--- src/rtl/huntScenePkg.sv ---
`default_nettype none

package huntScenePkg;

    // Scene geometry
    localparam logic [9:0] GroundY  = 10'd290;  // Dog standing row
    localparam logic [9:0] GrassY   = 10'd280;  // Anything lower hides in the grass
    localparam logic [9:0] DogHomeX = 10'd11;

    localparam logic [9:0] StrideDx    = 10'd32;  // Per stride of four frames
    localparam logic [9:0] StepDx      = 10'd8;   // Per walk frame
    localparam int         WalkStrides = 5;
    localparam int         SniffRounds = 3;       // Pairs of sniff frames

    // Stride counter has already moved past the last stride when sniffing starts
    localparam logic [9:0] DogSniffX = 10'(DogHomeX + StepDx * 4 + StrideDx * WalkStrides);

    localparam int SurpriseTicks = 2;
    localparam int JumpSteps     = 10;  // Each half of the jump
    localparam int WaitTicks     = 7;

    // Jump path, rise then fall, ends behind the grass
    localparam logic [9:0] JumpX [20] = '{
        10'd267, 10'd276, 10'd285, 10'd294, 10'd303,
        10'd312, 10'd321, 10'd330, 10'd341, 10'd352,
        10'd363, 10'd374, 10'd383, 10'd392, 10'd401,
        10'd410, 10'd419, 10'd428, 10'd437, 10'd437
    };
    localparam logic [9:0] JumpY [20] = '{
        10'd290, 10'd274, 10'd260, 10'd248, 10'd238,
        10'd229, 10'd222, 10'd217, 10'd213, 10'd212,
        10'd213, 10'd217, 10'd222, 10'd229, 10'd238,
        10'd248, 10'd260, 10'd274, 10'd290, 10'd300
    };

    // Duck flight, directions NW, W, NE, E
    localparam logic [9:0]        DuckStartY  = 10'd300;
    localparam int                FlightTicks = 24;
    localparam logic signed [7:0] DuckDx [4]  = '{-8'sd4, -8'sd6, 8'sd4, 8'sd6};
    localparam logic signed [7:0] DuckDy [4]  = '{-8'sd4, -8'sd2, -8'sd4, -8'sd2};

    // Sprite frame numbers
    localparam logic [5:0] DuckColorBase [3] = '{6'd0, 6'd20, 6'd40};  // Black, red, pink
    localparam logic [5:0] DuckDirBase   [4] = '{6'd11, 6'd15, 6'd0, 6'd4};
    localparam int         DuckWingPhases    = 3;

    localparam logic [4:0] DogFrameIdle      = 5'd0;
    localparam logic [4:0] DogFrameWalk      = 5'd1;  // Frames 1 to 4
    localparam logic [4:0] DogFrameSniff     = 5'd4;  // Frames 4 and 5
    localparam logic [4:0] DogFrameSurprised = 5'd6;
    localparam logic [4:0] DogFrameJump      = 5'd7;  // Rise 7, fall 8

    // Dog phase codes
    localparam logic [2:0] DogPhaseIdle      = 3'd0;
    localparam logic [2:0] DogPhaseWalk      = 3'd1;
    localparam logic [2:0] DogPhaseSniff     = 3'd2;
    localparam logic [2:0] DogPhaseSurprised = 3'd3;
    localparam logic [2:0] DogPhaseJump      = 3'd4;
    localparam logic [2:0] DogPhaseWait      = 3'd5;
    localparam logic [2:0] DogPhaseHidden    = 3'd6;

endpackage

`default_nettype wire
--- src/rtl/huntScene.sv ---
`default_nettype none

module huntScene
(
    input  wire        ANIM_Clk,
    input  wire        Reset,
    input  wire        Run,
    input  wire  [1:0] duckColorRand,
    input  wire  [1:0] duckDirRand,
    input  wire  [9:0] duckStartXRand,
    output logic [9:0] dogXOut,
    output logic [9:0] dogYOut,
    output logic [4:0] dogFrameOut,
    output logic       dogVisible,
    output logic [9:0] duckXOut,
    output logic [9:0] duckYOut,
    output logic [5:0] duckFrameOut,
    output logic       duckVisible,
    output logic       huntBusy,
    output logic       huntDone,
    output logic [9:0] statusLeds
);

    logic [9:0] dogX;
    logic [9:0] dogY;
    logic [4:0] dogFrame;
    logic [2:0] dogPhase;
    logic       duckLaunch;   // Dog hands over to the duck
    logic       flightDone;   // Duck hands back to the dog
    logic [9:0] duckX;
    logic [9:0] duckY;
    logic [5:0] duckFrame;
    logic       duckActive;

    dogSequencer dogSeq
    (
        .ANIM_Clk   (ANIM_Clk),
        .Reset      (Reset),
        .Run        (Run),
        .flightDone (flightDone),
        .dogX       (dogX),
        .dogY       (dogY),
        .dogFrame   (dogFrame),
        .dogPhase   (dogPhase),
        .duckLaunch (duckLaunch)
    );

    duckFlight duck
    (
        .ANIM_Clk       (ANIM_Clk),
        .Reset          (Reset),
        .duckLaunch     (duckLaunch),
        .duckColorRand  (duckColorRand),
        .duckDirRand    (duckDirRand),
        .duckStartXRand (duckStartXRand),
        .duckX          (duckX),
        .duckY          (duckY),
        .duckFrame      (duckFrame),
        .duckActive     (duckActive),
        .flightDone     (flightDone)
    );

    sceneCompositor compositor
    (
        .ANIM_Clk     (ANIM_Clk),
        .Reset        (Reset),
        .dogX         (dogX),
        .dogY         (dogY),
        .dogFrame     (dogFrame),
        .dogPhase     (dogPhase),
        .duckX        (duckX),
        .duckY        (duckY),
        .duckFrame    (duckFrame),
        .duckActive   (duckActive),
        .flightDone   (flightDone),
        .dogXOut      (dogXOut),
        .dogYOut      (dogYOut),
        .dogFrameOut  (dogFrameOut),
        .dogVisible   (dogVisible),
        .duckXOut     (duckXOut),
        .duckYOut     (duckYOut),
        .duckFrameOut (duckFrameOut),
        .duckVisible  (duckVisible),
        .huntBusy     (huntBusy),
        .huntDone     (huntDone),
        .statusLeds   (statusLeds)
    );

endmodule

`default_nettype wire

--- src/rtl/sceneCompositor.sv ---
`default_nettype none

module sceneCompositor
    import huntScenePkg::*;
(
    input  wire        ANIM_Clk,
    input  wire        Reset,
    input  wire  [9:0] dogX,
    input  wire  [9:0] dogY,
    input  wire  [4:0] dogFrame,
    input  wire  [2:0] dogPhase,
    input  wire  [9:0] duckX,
    input  wire  [9:0] duckY,
    input  wire  [5:0] duckFrame,
    input  wire        duckActive,
    input  wire        flightDone,
    output logic [9:0] dogXOut,
    output logic [9:0] dogYOut,
    output logic [4:0] dogFrameOut,
    output logic       dogVisible,
    output logic [9:0] duckXOut,
    output logic [9:0] duckYOut,
    output logic [5:0] duckFrameOut,
    output logic       duckVisible,
    output logic       huntBusy,
    output logic       huntDone,
    output logic [9:0] statusLeds
);

    logic dogShown;
    logic duckShown;

    // Standing row is drawn in front of the grass
    assign dogShown  = (dogPhase != DogPhaseHidden) && ((dogY <= GrassY) || (dogY == GroundY));
    assign duckShown = duckActive && (duckY <= GrassY);

    always_ff @(posedge ANIM_Clk or posedge Reset)
    begin
        if (Reset)
        begin
            dogXOut      <= DogHomeX;
            dogYOut      <= GroundY;
            dogFrameOut  <= DogFrameIdle;
            dogVisible   <= 1'b0;
            duckXOut     <= '0;
            duckYOut     <= DuckStartY;
            duckFrameOut <= '0;
            duckVisible  <= 1'b0;
            huntBusy     <= 1'b0;
            huntDone     <= 1'b0;
            statusLeds   <= '0;
        end
        else
        begin
            dogXOut      <= dogX;
            dogYOut      <= dogY;
            dogFrameOut  <= dogFrame;
            dogVisible   <= dogShown;
            duckXOut     <= duckX;
            duckYOut     <= duckY;
            duckFrameOut <= duckFrame;
            duckVisible  <= duckShown;
            huntBusy     <= (dogPhase != DogPhaseIdle);
            huntDone     <= flightDone;
            statusLeds   <= {duckFrame, duckActive, dogPhase};  // Frame, flying, phase
        end
    end

endmodule

`default_nettype wire

--- src/rtl/duckFlight.sv ---
`default_nettype none

module duckFlight
    import huntScenePkg::*;
(
    input  wire        ANIM_Clk,
    input  wire        Reset,
    input  wire        duckLaunch,
    input  wire  [1:0] duckColorRand,
    input  wire  [1:0] duckDirRand,
    input  wire  [9:0] duckStartXRand,
    output logic [9:0] duckX,
    output logic [9:0] duckY,
    output logic [5:0] duckFrame,
    output logic       duckActive,
    output logic       flightDone
);

    logic [1:0] colorReg;
    logic [1:0] dirReg;    // 0 NW, 1 W, 2 NE, 3 E
    logic [4:0] tickCnt;   // Ticks since launch
    logic [1:0] wingCnt;   // Tick count modulo wing phases
    logic       lastTick;
    logic [9:0] stepX;
    logic [9:0] stepY;

    assign lastTick = (tickCnt == 5'(FlightTicks - 1));

    // Sign extend the per-direction step
    assign stepX = {{2{DuckDx[dirReg][7]}}, DuckDx[dirReg]};
    assign stepY = {{2{DuckDy[dirReg][7]}}, DuckDy[dirReg]};

    always_ff @(posedge ANIM_Clk or posedge Reset)
    begin
        if (Reset)
        begin
            duckActive <= 1'b0;
            tickCnt    <= '0;
            wingCnt    <= '0;
            colorReg   <= '0;
            dirReg     <= '0;
            duckX      <= '0;
            duckY      <= DuckStartY;
        end
        else if (duckLaunch)
        begin
            duckActive <= 1'b1;
            tickCnt    <= '0;
            wingCnt    <= '0;
            colorReg   <= (duckColorRand == 2'd3) ? 2'd0 : duckColorRand;  // 3 flies as black
            dirReg     <= duckDirRand;
            duckX      <= duckStartXRand;
            duckY      <= DuckStartY;
        end
        else if (duckActive)
        begin
            if (lastTick)
            begin
                duckActive <= 1'b0;
                tickCnt    <= '0;
            end
            else
            begin
                tickCnt <= tickCnt + 5'd1;
                if (wingCnt == 2'(DuckWingPhases - 1))
                    wingCnt <= '0;
                else
                    wingCnt <= wingCnt + 2'd1;
                duckX <= duckX + stepX;  // Wraps modulo 1024
                duckY <= duckY + stepY;
            end
        end
    end

    assign flightDone = duckActive && lastTick;

    assign duckFrame = DuckColorBase[colorReg] + DuckDirBase[dirReg] + {4'd0, wingCnt};

    tickInRange: assert property (@(posedge ANIM_Clk) disable iff (Reset)
        tickCnt <= 5'(FlightTicks))
        else $error("Duck tick counter ran past the flight length");

    // Done comes from a flying duck, which lands on the next tick
    doneEndsFlight: assert property (@(posedge ANIM_Clk) disable iff (Reset)
        flightDone |-> duckActive ##1 !duckActive)
        else $error("flightDone outside an active flight");

endmodule

`default_nettype wire

--- src/rtl/dogSequencer.sv ---
`default_nettype none

module dogSequencer
    import huntScenePkg::*;
(
    input  wire        ANIM_Clk,
    input  wire        Reset,
    input  wire        Run,
    input  wire        flightDone,
    output logic [9:0] dogX,
    output logic [9:0] dogY,
    output logic [4:0] dogFrame,
    output logic [2:0] dogPhase,
    output logic       duckLaunch
);

    logic [2:0] strideCnt;  // Strides walked so far
    logic [1:0] frameCnt;   // Walk frame in stride, sniff frame in pair
    logic [1:0] sniffCnt;
    logic [2:0] holdCnt;    // Surprise and wait ticks
    logic [4:0] jumpStep;
    logic [9:0] walkK;
    logic [9:0] walkX;

    assign walkK = {8'd0, frameCnt} + 10'd1;
    assign walkX = DogHomeX + StepDx * walkK + StrideDx * {7'd0, strideCnt};

    always_ff @(posedge ANIM_Clk or posedge Reset)
    begin
        if (Reset)
        begin
            dogPhase   <= DogPhaseIdle;
            strideCnt  <= '0;
            frameCnt   <= '0;
            sniffCnt   <= '0;
            holdCnt    <= '0;
            jumpStep   <= '0;
            duckLaunch <= 1'b0;
        end
        else
        begin
            duckLaunch <= 1'b0;  // One tick only
            case (dogPhase)
                DogPhaseIdle:
                begin
                    if (Run)
                    begin
                        dogPhase  <= DogPhaseWalk;
                        strideCnt <= '0;
                        frameCnt  <= '0;
                    end
                end
                DogPhaseWalk:
                begin
                    frameCnt <= frameCnt + 2'd1;  // Wraps to 0 after frame 4
                    if (frameCnt == 2'd3)
                    begin
                        strideCnt <= strideCnt + 3'd1;
                        if (strideCnt == 3'(WalkStrides - 1))
                        begin
                            dogPhase <= DogPhaseSniff;
                            sniffCnt <= '0;
                        end
                    end
                end
                DogPhaseSniff:
                begin
                    frameCnt <= {1'b0, ~frameCnt[0]};
                    if (frameCnt[0])
                    begin
                        sniffCnt <= sniffCnt + 2'd1;
                        if (sniffCnt == 2'(SniffRounds - 1))
                        begin
                            dogPhase <= DogPhaseSurprised;
                            holdCnt  <= '0;
                        end
                    end
                end
                DogPhaseSurprised:
                begin
                    holdCnt <= holdCnt + 3'd1;
                    if (holdCnt == 3'(SurpriseTicks - 1))
                    begin
                        dogPhase <= DogPhaseJump;
                        jumpStep <= '0;
                    end
                end
                DogPhaseJump:
                begin
                    if (jumpStep == 5'(2 * JumpSteps - 1))
                    begin
                        dogPhase <= DogPhaseWait;  // Step stays on the landing entry
                        holdCnt  <= '0;
                    end
                    else
                        jumpStep <= jumpStep + 5'd1;
                end
                DogPhaseWait:
                begin
                    holdCnt <= holdCnt + 3'd1;
                    if (holdCnt == 3'(WaitTicks - 1))
                    begin
                        dogPhase   <= DogPhaseHidden;
                        duckLaunch <= 1'b1;  // High in first hidden tick
                    end
                end
                DogPhaseHidden:
                begin
                    if (flightDone)
                        dogPhase <= DogPhaseIdle;
                end
                default: dogPhase <= DogPhaseIdle;
            endcase
        end
    end

    always_comb
    begin
        dogX     = DogHomeX;
        dogY     = GroundY;
        dogFrame = DogFrameIdle;
        case (dogPhase)
            DogPhaseWalk:
            begin
                dogX     = walkX;
                dogFrame = DogFrameWalk + {3'd0, frameCnt};
            end
            DogPhaseSniff:
            begin
                dogX     = DogSniffX;
                dogFrame = DogFrameSniff + {4'd0, frameCnt[0]};
            end
            DogPhaseSurprised:
            begin
                dogX     = DogSniffX;
                dogFrame = DogFrameSurprised;
            end
            DogPhaseJump:
            begin
                dogX = JumpX[jumpStep];
                dogY = JumpY[jumpStep];
                if (jumpStep < 5'(JumpSteps))
                    dogFrame = DogFrameJump;         // Rising
                else
                    dogFrame = DogFrameJump + 5'd1;  // Falling
            end
            DogPhaseWait, DogPhaseHidden:
            begin
                dogX = JumpX[jumpStep];  // Behind the grass where it landed
                dogY = JumpY[jumpStep];
            end
            default: ;
        endcase
    end

    // The duck gets exactly one launch per hunt
    launchIsPulse: assert property (@(posedge ANIM_Clk) disable iff (Reset)
        duckLaunch |=> !duckLaunch)
        else $error("duckLaunch held for more than one tick");

endmodule

`default_nettype wire

--- config.mk ---
export PLATFORM = sky130hd
export DESIGN_NAME = huntScene
export DESIGN_NICKNAME = d
export VERILOG_FILES = /design/src/rtl/huntScenePkg.sv /design/src/rtl/huntScene.sv /design/src/rtl/sceneCompositor.sv /design/src/rtl/duckFlight.sv /design/src/rtl/dogSequencer.sv
export SDC_FILE = /design/constraint.sdc
export NUM_CORES = 1
export LEC_CHECK = 0
export BUFFER_PORTS_ARGS = -buffer_cell sky130_fd_sc_hd__buf_2
export CORE_AREA = 2 2 109 111
export DETAILED_ROUTE_END_ITERATION = 16
export DIE_AREA = 0 0 111 113
export HOLD_SLACK_MARGIN = 0.03
export PLACE_DENSITY = 0.77
export SYNTH_ARGS = -nofsm -noshare
export SYNTH_HDL_FRONTEND = slang
export SYNTH_SLANG_ARGS = --single-unit
--- constraint.sdc ---
create_clock -name ANIM_Clk -period 3.1 [get_ports ANIM_Clk]
set_input_delay 0.62 -clock ANIM_Clk [delete_from_list [all_inputs] [get_ports ANIM_Clk]]
set_output_delay 0.62 -clock ANIM_Clk [all_outputs]
set_load 0.05 [all_outputs]
## Yosys cells after proc, flatten, opt, wreduce, memory -nomap -nowiden

Memories as Yosys holds them, arrays and structs flattened.
Index checks and enable logic that the tools add are counted.
Widths: inputs -> output; s select.

| storage, ports and cells | value |
|---|---|
| register bits after elaboration | 116 |
| memory bits (read-only) | 640 |
| input port bits | 17 |
| output and inout port bits | 65 |
| memories | 2 |

| cells by class | value |
|---|---|
| add/sub/neg operators | 16 |
| $lt $le $gt $ge | 6 |
| equal/unequal tests | 28 |
| multiplexer cells | 65 |
| bitwise logic cells | 4 |
| reductions and logical operators | 22 |

Memory list:

| memory | depth | bits a word | rd ports | clocked after memory_dff | write ports | line | source |
|---|---|---|---|---|---|---|---|
| (name not given) | 32 | 10 | 1 | 0 | 0 | dogSequencer.sv:140 | `dogX = JumpX[jumpStep];` |
| (name not given) | 32 | 10 | 1 | 0 | 0 | dogSequencer.sv:141 | `dogY = JumpY[jumpStep];` |

Operator list:

| operator | number |
|---|---|
| $mux 10 | 11 |
| $mux 3 | 14 |
| $bmux 8 s2 | 2 |
| $mux 8 | 4 |
| $pmux 10 s3 | 1 |
| $mux 5 | 5 |
| $bmux 6 s2 | 2 |
| $mux 6 | 4 |
| $pmux 3 s7 | 1 |
| $add 10x10->10 | 2 |
| $le 10x9->1 const B | 2 |
| $pmux 5 s4 | 1 |
| $mux 2 | 9 |
| $ne 2x1->1 const B | 8 |
| $eq 3x3->1 const B | 5 |
| $add 10x8->10 | 1 |
| $add 4x10->10 const A | 1 |
| $add 5x1->5 const B | 2 |
| $eq 10x9->1 const B | 1 |
| $eq 5x5->1 const B | 2 |
| $pmux 5 s2 | 1 |
| $pmux 3 s3 | 1 |
| $reduce_and 9->1 | 1 |
| $reduce_bool 3->1 | 3 |
| other kinds (32) | 57 |

## Depth between registers and ports, before layout

| depth | value |
|---|---|
| word-level depth | 8 |
| mapped depth | 9 |
| mapped depth without buffers | 9 |

## Hierarchy

A second synthesis with hierarchy kept.

| second synthesis, totals | value |
|---|---|
| cells, all modules | 570 |
| area, all modules | 5711.7 um^2 |

By module, submodules not included:

| module | instances | cells an instance | area an instance (um^2) | seq. area each (um^2) |
|---|---|---|---|---|
| dogSequencer | 1 | 273 | 2050.7 | 475.5 |
| duckFlight | 1 | 216 | 2024.4 | 780.7 |
| sceneCompositor | 1 | 81 | 1636.6 | 1488.9 |

## Worst setup path after synthesis

No wires, ideal clock.

| timing | value |
|---|---|
| path kind | register -> register |
| start | register duck.dirReg[1] |
| end | register duck.duckX[7] |
| library setup time | 70 ps |
| data arrival time | 2045 ps |
| path slack | 984 ps |
| stages on the path, launching flop included | 10 |
| clock period less this slack | 2116 ps |
| cells stage by stage | dfrtp_1 -> inv_1 -> nand2_1 -> inv_1 -> fa_1 -> nor2b_4 -> o31a_1 -> o21a_1 -> or4_1 -> nand4_1 |

| on the way | value |
|---|---|
| cells in the longest elaborated chain, start to end | 8 |

Ends and longest elaborated chain:

| element | line | source |
|---|---|---|
| from (decl) | duckFlight.sv:20 | `logic [1:0] dirReg;` |
| from (signal assigned) | duckFlight.sv:51 | `dirReg <= duckDirRand;` |
| $not 2->3 (implied by the code) | duckFlight.sv:30 | `assign stepX = {{2{DuckDx[dirReg][7]}}, DuckDx[dirReg]};` |
| $bmux 8 s2 | duckFlight.sv:30 |  |
| $mux 8 (implied by the code) (2 in a row) | duckFlight.sv:30 |  |
| $add 10x10->10 | duckFlight.sv:69 | `duckX <= duckX + stepX;` |
| $mux 10 | duckFlight.sv:57 | `if (lastTick)` |
| $mux 10 | duckFlight.sv:55 | `else if (duckActive)` |
| $mux 10 | duckFlight.sv:45 | `else if (duckLaunch)` |
| to (signal assigned) | duckFlight.sv:52 | `duckX <= duckStartXRand;` |
| to (signal assigned) | duckFlight.sv:69 |  |
| to (decl) | duckFlight.sv:12 | `output logic [9:0] duckX,` |

No other way between the ends. The select of a mux whose other input is x is not followed.
A chain may end at the register's enable or synchronous reset.

## Worst setup path in the final report

| timing | value |
|---|---|
| start | register duck.dirReg[1] |
| end | register duck.duckX[6] |

The elaborated chain is that of the path after synthesis.

==> out/metrics.cfg <==
[floorplan]
start_util_pct=49.0
io_pins=82
core_sq_um=11300
die_w_um=111
die_y_um=113
die_area_sq_um=12500
rows=39

[worst_setup_path]
r2r_cells=8
rr_startpoint=duck.dirReg[1]
r2r_end=duck.duckX[6]
start_kind=register
cp_data_required_time_ns=3.32
end_kind=register
reg2reg_slack_ns=0.65
critPathMaxFanout=13
worstPathArrival_ns=2.67
critPathKind=reg2reg

[grt]
grt.overflow.total=0
antenna_found_initial=0
grt_pass1_vias=4038
grt_pass1_wl_mm=19.1
grt.total_usage_pct=18.6
grt_max_degree=105

[yosys]
ys_async_sr_fraction_pct=100
avgSynthCellArea_sq_um=10.4
synth_area_leaders=dfrtp_1 (41%), ha_1 (9.1%), dfstp_2 (6.7%)
synth_top_area_cell=dfrtp_1
synthTopCellsByCount=dfrtp_1 (90), nand2_1 (45), ha_1 (40)
synth-seq-area-share_pct=47.5
synth_most_common_cell=dfrtp_1
synth-edff-count=0
netlist_area_sq_um=5520
yosysWarnings=0
synth_top_area_share_pct=40.8
synth_cell_types=69
synth_flop_cell=dfrtp_1
synth_cells=533
synth_seq_cells=104

[pwr]
cellPowerDensity_nw_per_um2=697
p_leak_nw=2.89
irDropWorstVdd_uv=430

[clock_tree]
hold_buffers=0
cts_buffer_depth=2
root_buffer=clkbuf_16
path_clk_slew_ns=0.07
cts_tree=done
ctsResizeCount=0
htree_levels=3
clk_latency_ns=0.35
postCtsSetupBuffers=0
cts_sinks=104
cts_made_buffers=9

[placement]
io_buffers=77
dp_hpwl_mm=7.82
gp_congestion=0.877

[timing]
slew_headroom_pct=50.8
maxSlewViolCount=0
finalCriticalPeriod_ns=2.45
max_freq_mhz=409
rsz0062_at_grt=no
tightest_slew_ns=0.738
period_share_pct=78.9
setup_tns_ns=0
clock_skew_ns=0.00946
hold_viol_final=0
final-setup-viol-count=0

[run]
cap_violations=0

[route]
drtIter0Drc=228
ant_nets=0
wirelength_mm=11.2
via_per_inst=5.56
wl_per_cell_um=15.1
vias=4126
drt_pre_antenna_iters=4
drc=0

[final_layout]
drive_above_1_share_pct=21.5
antenna_cells=0
areaGrowthSynthToFinish_pct=12.4
final_util_pct=55.0
fillers=953
nets=653

[min_path]
hp-class=reg2reg
whs_path_depth=0
holdPathEnd=compositor.duckXOut[0]
min_from=duck.duckX[0]

[outcome]
status=finished clean

[critical path: stages, from the launching register on]
cell and delay [ns]:
dfrtp_1 0.39, inv_1 0.34, nand2_1 0.16, ha_1 0.34
a211oi_1 0.24, o21bai_1 0.16, a21oi_1 0.24, nor4_1 0.06
or3_1 0.39
[through the flow]
stage | cell area, sq um | hold WS, ns | worst slack (ns) | std cells | total power [mW]
floorplan | 5540 | 0.350 | 0.984 | 536 | 2.92
global placement | 5900 | 0.358 | 0.834 | 726 | 3.15
detailed placement | 5900 | 0.363 | 0.701 | 726 | 3.21
CTS | 6200 | 0.378 | 0.683 | 742 | 4.36
global route | 6200 | 0.388 | 0.508 | 742 | 4.56
finish | 6200 | 0.375 | 0.654 | 742 | 4.33
[layer usage]
| metal | track usage [%] | part of all wire, % |
|---|---|---|
| met5 | 0 | 0 |
| met2 | 31.5 | 50 |
| met1 | 23.6 | 43 |
| met3 | 4.07 | 5.4 |
| met4 | 6.58 | 1.7 |
[layout make-up]
class / instances / area, sq um / area share [%]
multi-input combinational: 371 / 2570 / 41.4
timing repair buffer: 82 / 435 / 7.02
inverter: 26 / 101 / 1.63
sequential: 104 / 2620 / 42.2
tap: 143 / 179 / 2.88
clock inverter: 5 / 57.6 / 0.928
clock buffer: 11 / 243 / 3.91
[worst max path at each step]
stage / slack (ns) / to / depth (start not counted) / from
6_report: 0.65 / duck.duckX[6] / 8 / duck.dirReg[1]
5_1_grt: 0.51 / duck.duckX[6] / 8 / duck.dirReg[1]
4_1_cts: 0.68 / duck.duckX[7] / 9 / duck.dirReg[1]
3_5_place_dp: 0.70 / duck.duckX[7] / 9 / duck.dirReg[1]
3_3_place_gp: 0.83 / duck.duckX[7] / 9 / duck.dirReg[1]
2_1_floorplan: 0.98 / duck.duckX[7] / 9 / duck.dirReg[1]
[cells by family (layout without fill, tap and decap cells)]
logic type      Yosys count  in the layout  synth area share (%)
simple gates            178            178                  17.7
compound gates          117            117                  13.6
flops                   104            104                  47.5
buf+inv                  61            124                  6.21
fa+ha+maj                42             42                  9.79
xor+xnor                 18             18                  2.86
mux                      12             12                  2.31
other cells               1              4                0.0679
[power by group]
group	leakage (nW)	total, mW	switching [mW]	internal [mW]
combinational	1.57	1.39	0.920	0.467
clock	0.138	1.14	0.490	0.647
sequential	1.18	1.80	0.160	1.64
[layout by cell type (no fill, tap or decap), types with 5 or more instances in the layout]
| cell type | instances |
|---|---|
| nor3_1 | 16 |
| xor2_1 | 8 |
| nor3b_1 | 7 |
| o21ai_0 | 39 |
| nor2_1 | 37 |
| ha_1 | 40 |
| a211oi_1 | 7 |
| o22ai_1 | 5 |
| buf_2 | 77 |
| xnor2_1 | 10 |
| nand2_1 | 45 |
| dfrtp_1 | 90 |
| a21oi_1 | 27 |
| nand3b_1 | 6 |
| dfstp_2 | 14 |
| nor2b_1 | 10 |
| clkbuf_16 | 9 |
| nand3_1 | 8 |
| inv_1 | 24 |
| a21o_1 | 5 |
| nand2b_1 | 14 |
| mux2i_1 | 9 |
[registers in the layout, indices dropped and copies added (netlist names), 2 cells and up]
signal                  cells
duck.duckY                  9
compositor.statusLeds       9
duck.colorReg               2
dogSeq.strideCnt            3
duck.tickCnt                5
dogSeq.jumpStep             5
duck.dirReg                 2
compositor.dogYOut          8
duck.wingCnt                2
dogSeq.dogPhase             3
compositor.duckXOut        10
duck.duckX                 10
dogSeq.frameCnt             2
compositor.dogFrameOut      4
compositor.duckYOut         9
dogSeq.sniffCnt             2
dogSeq.holdCnt              3
compositor.dogXOut          9
Note: power is estimated with default switching activity, not from simulation.
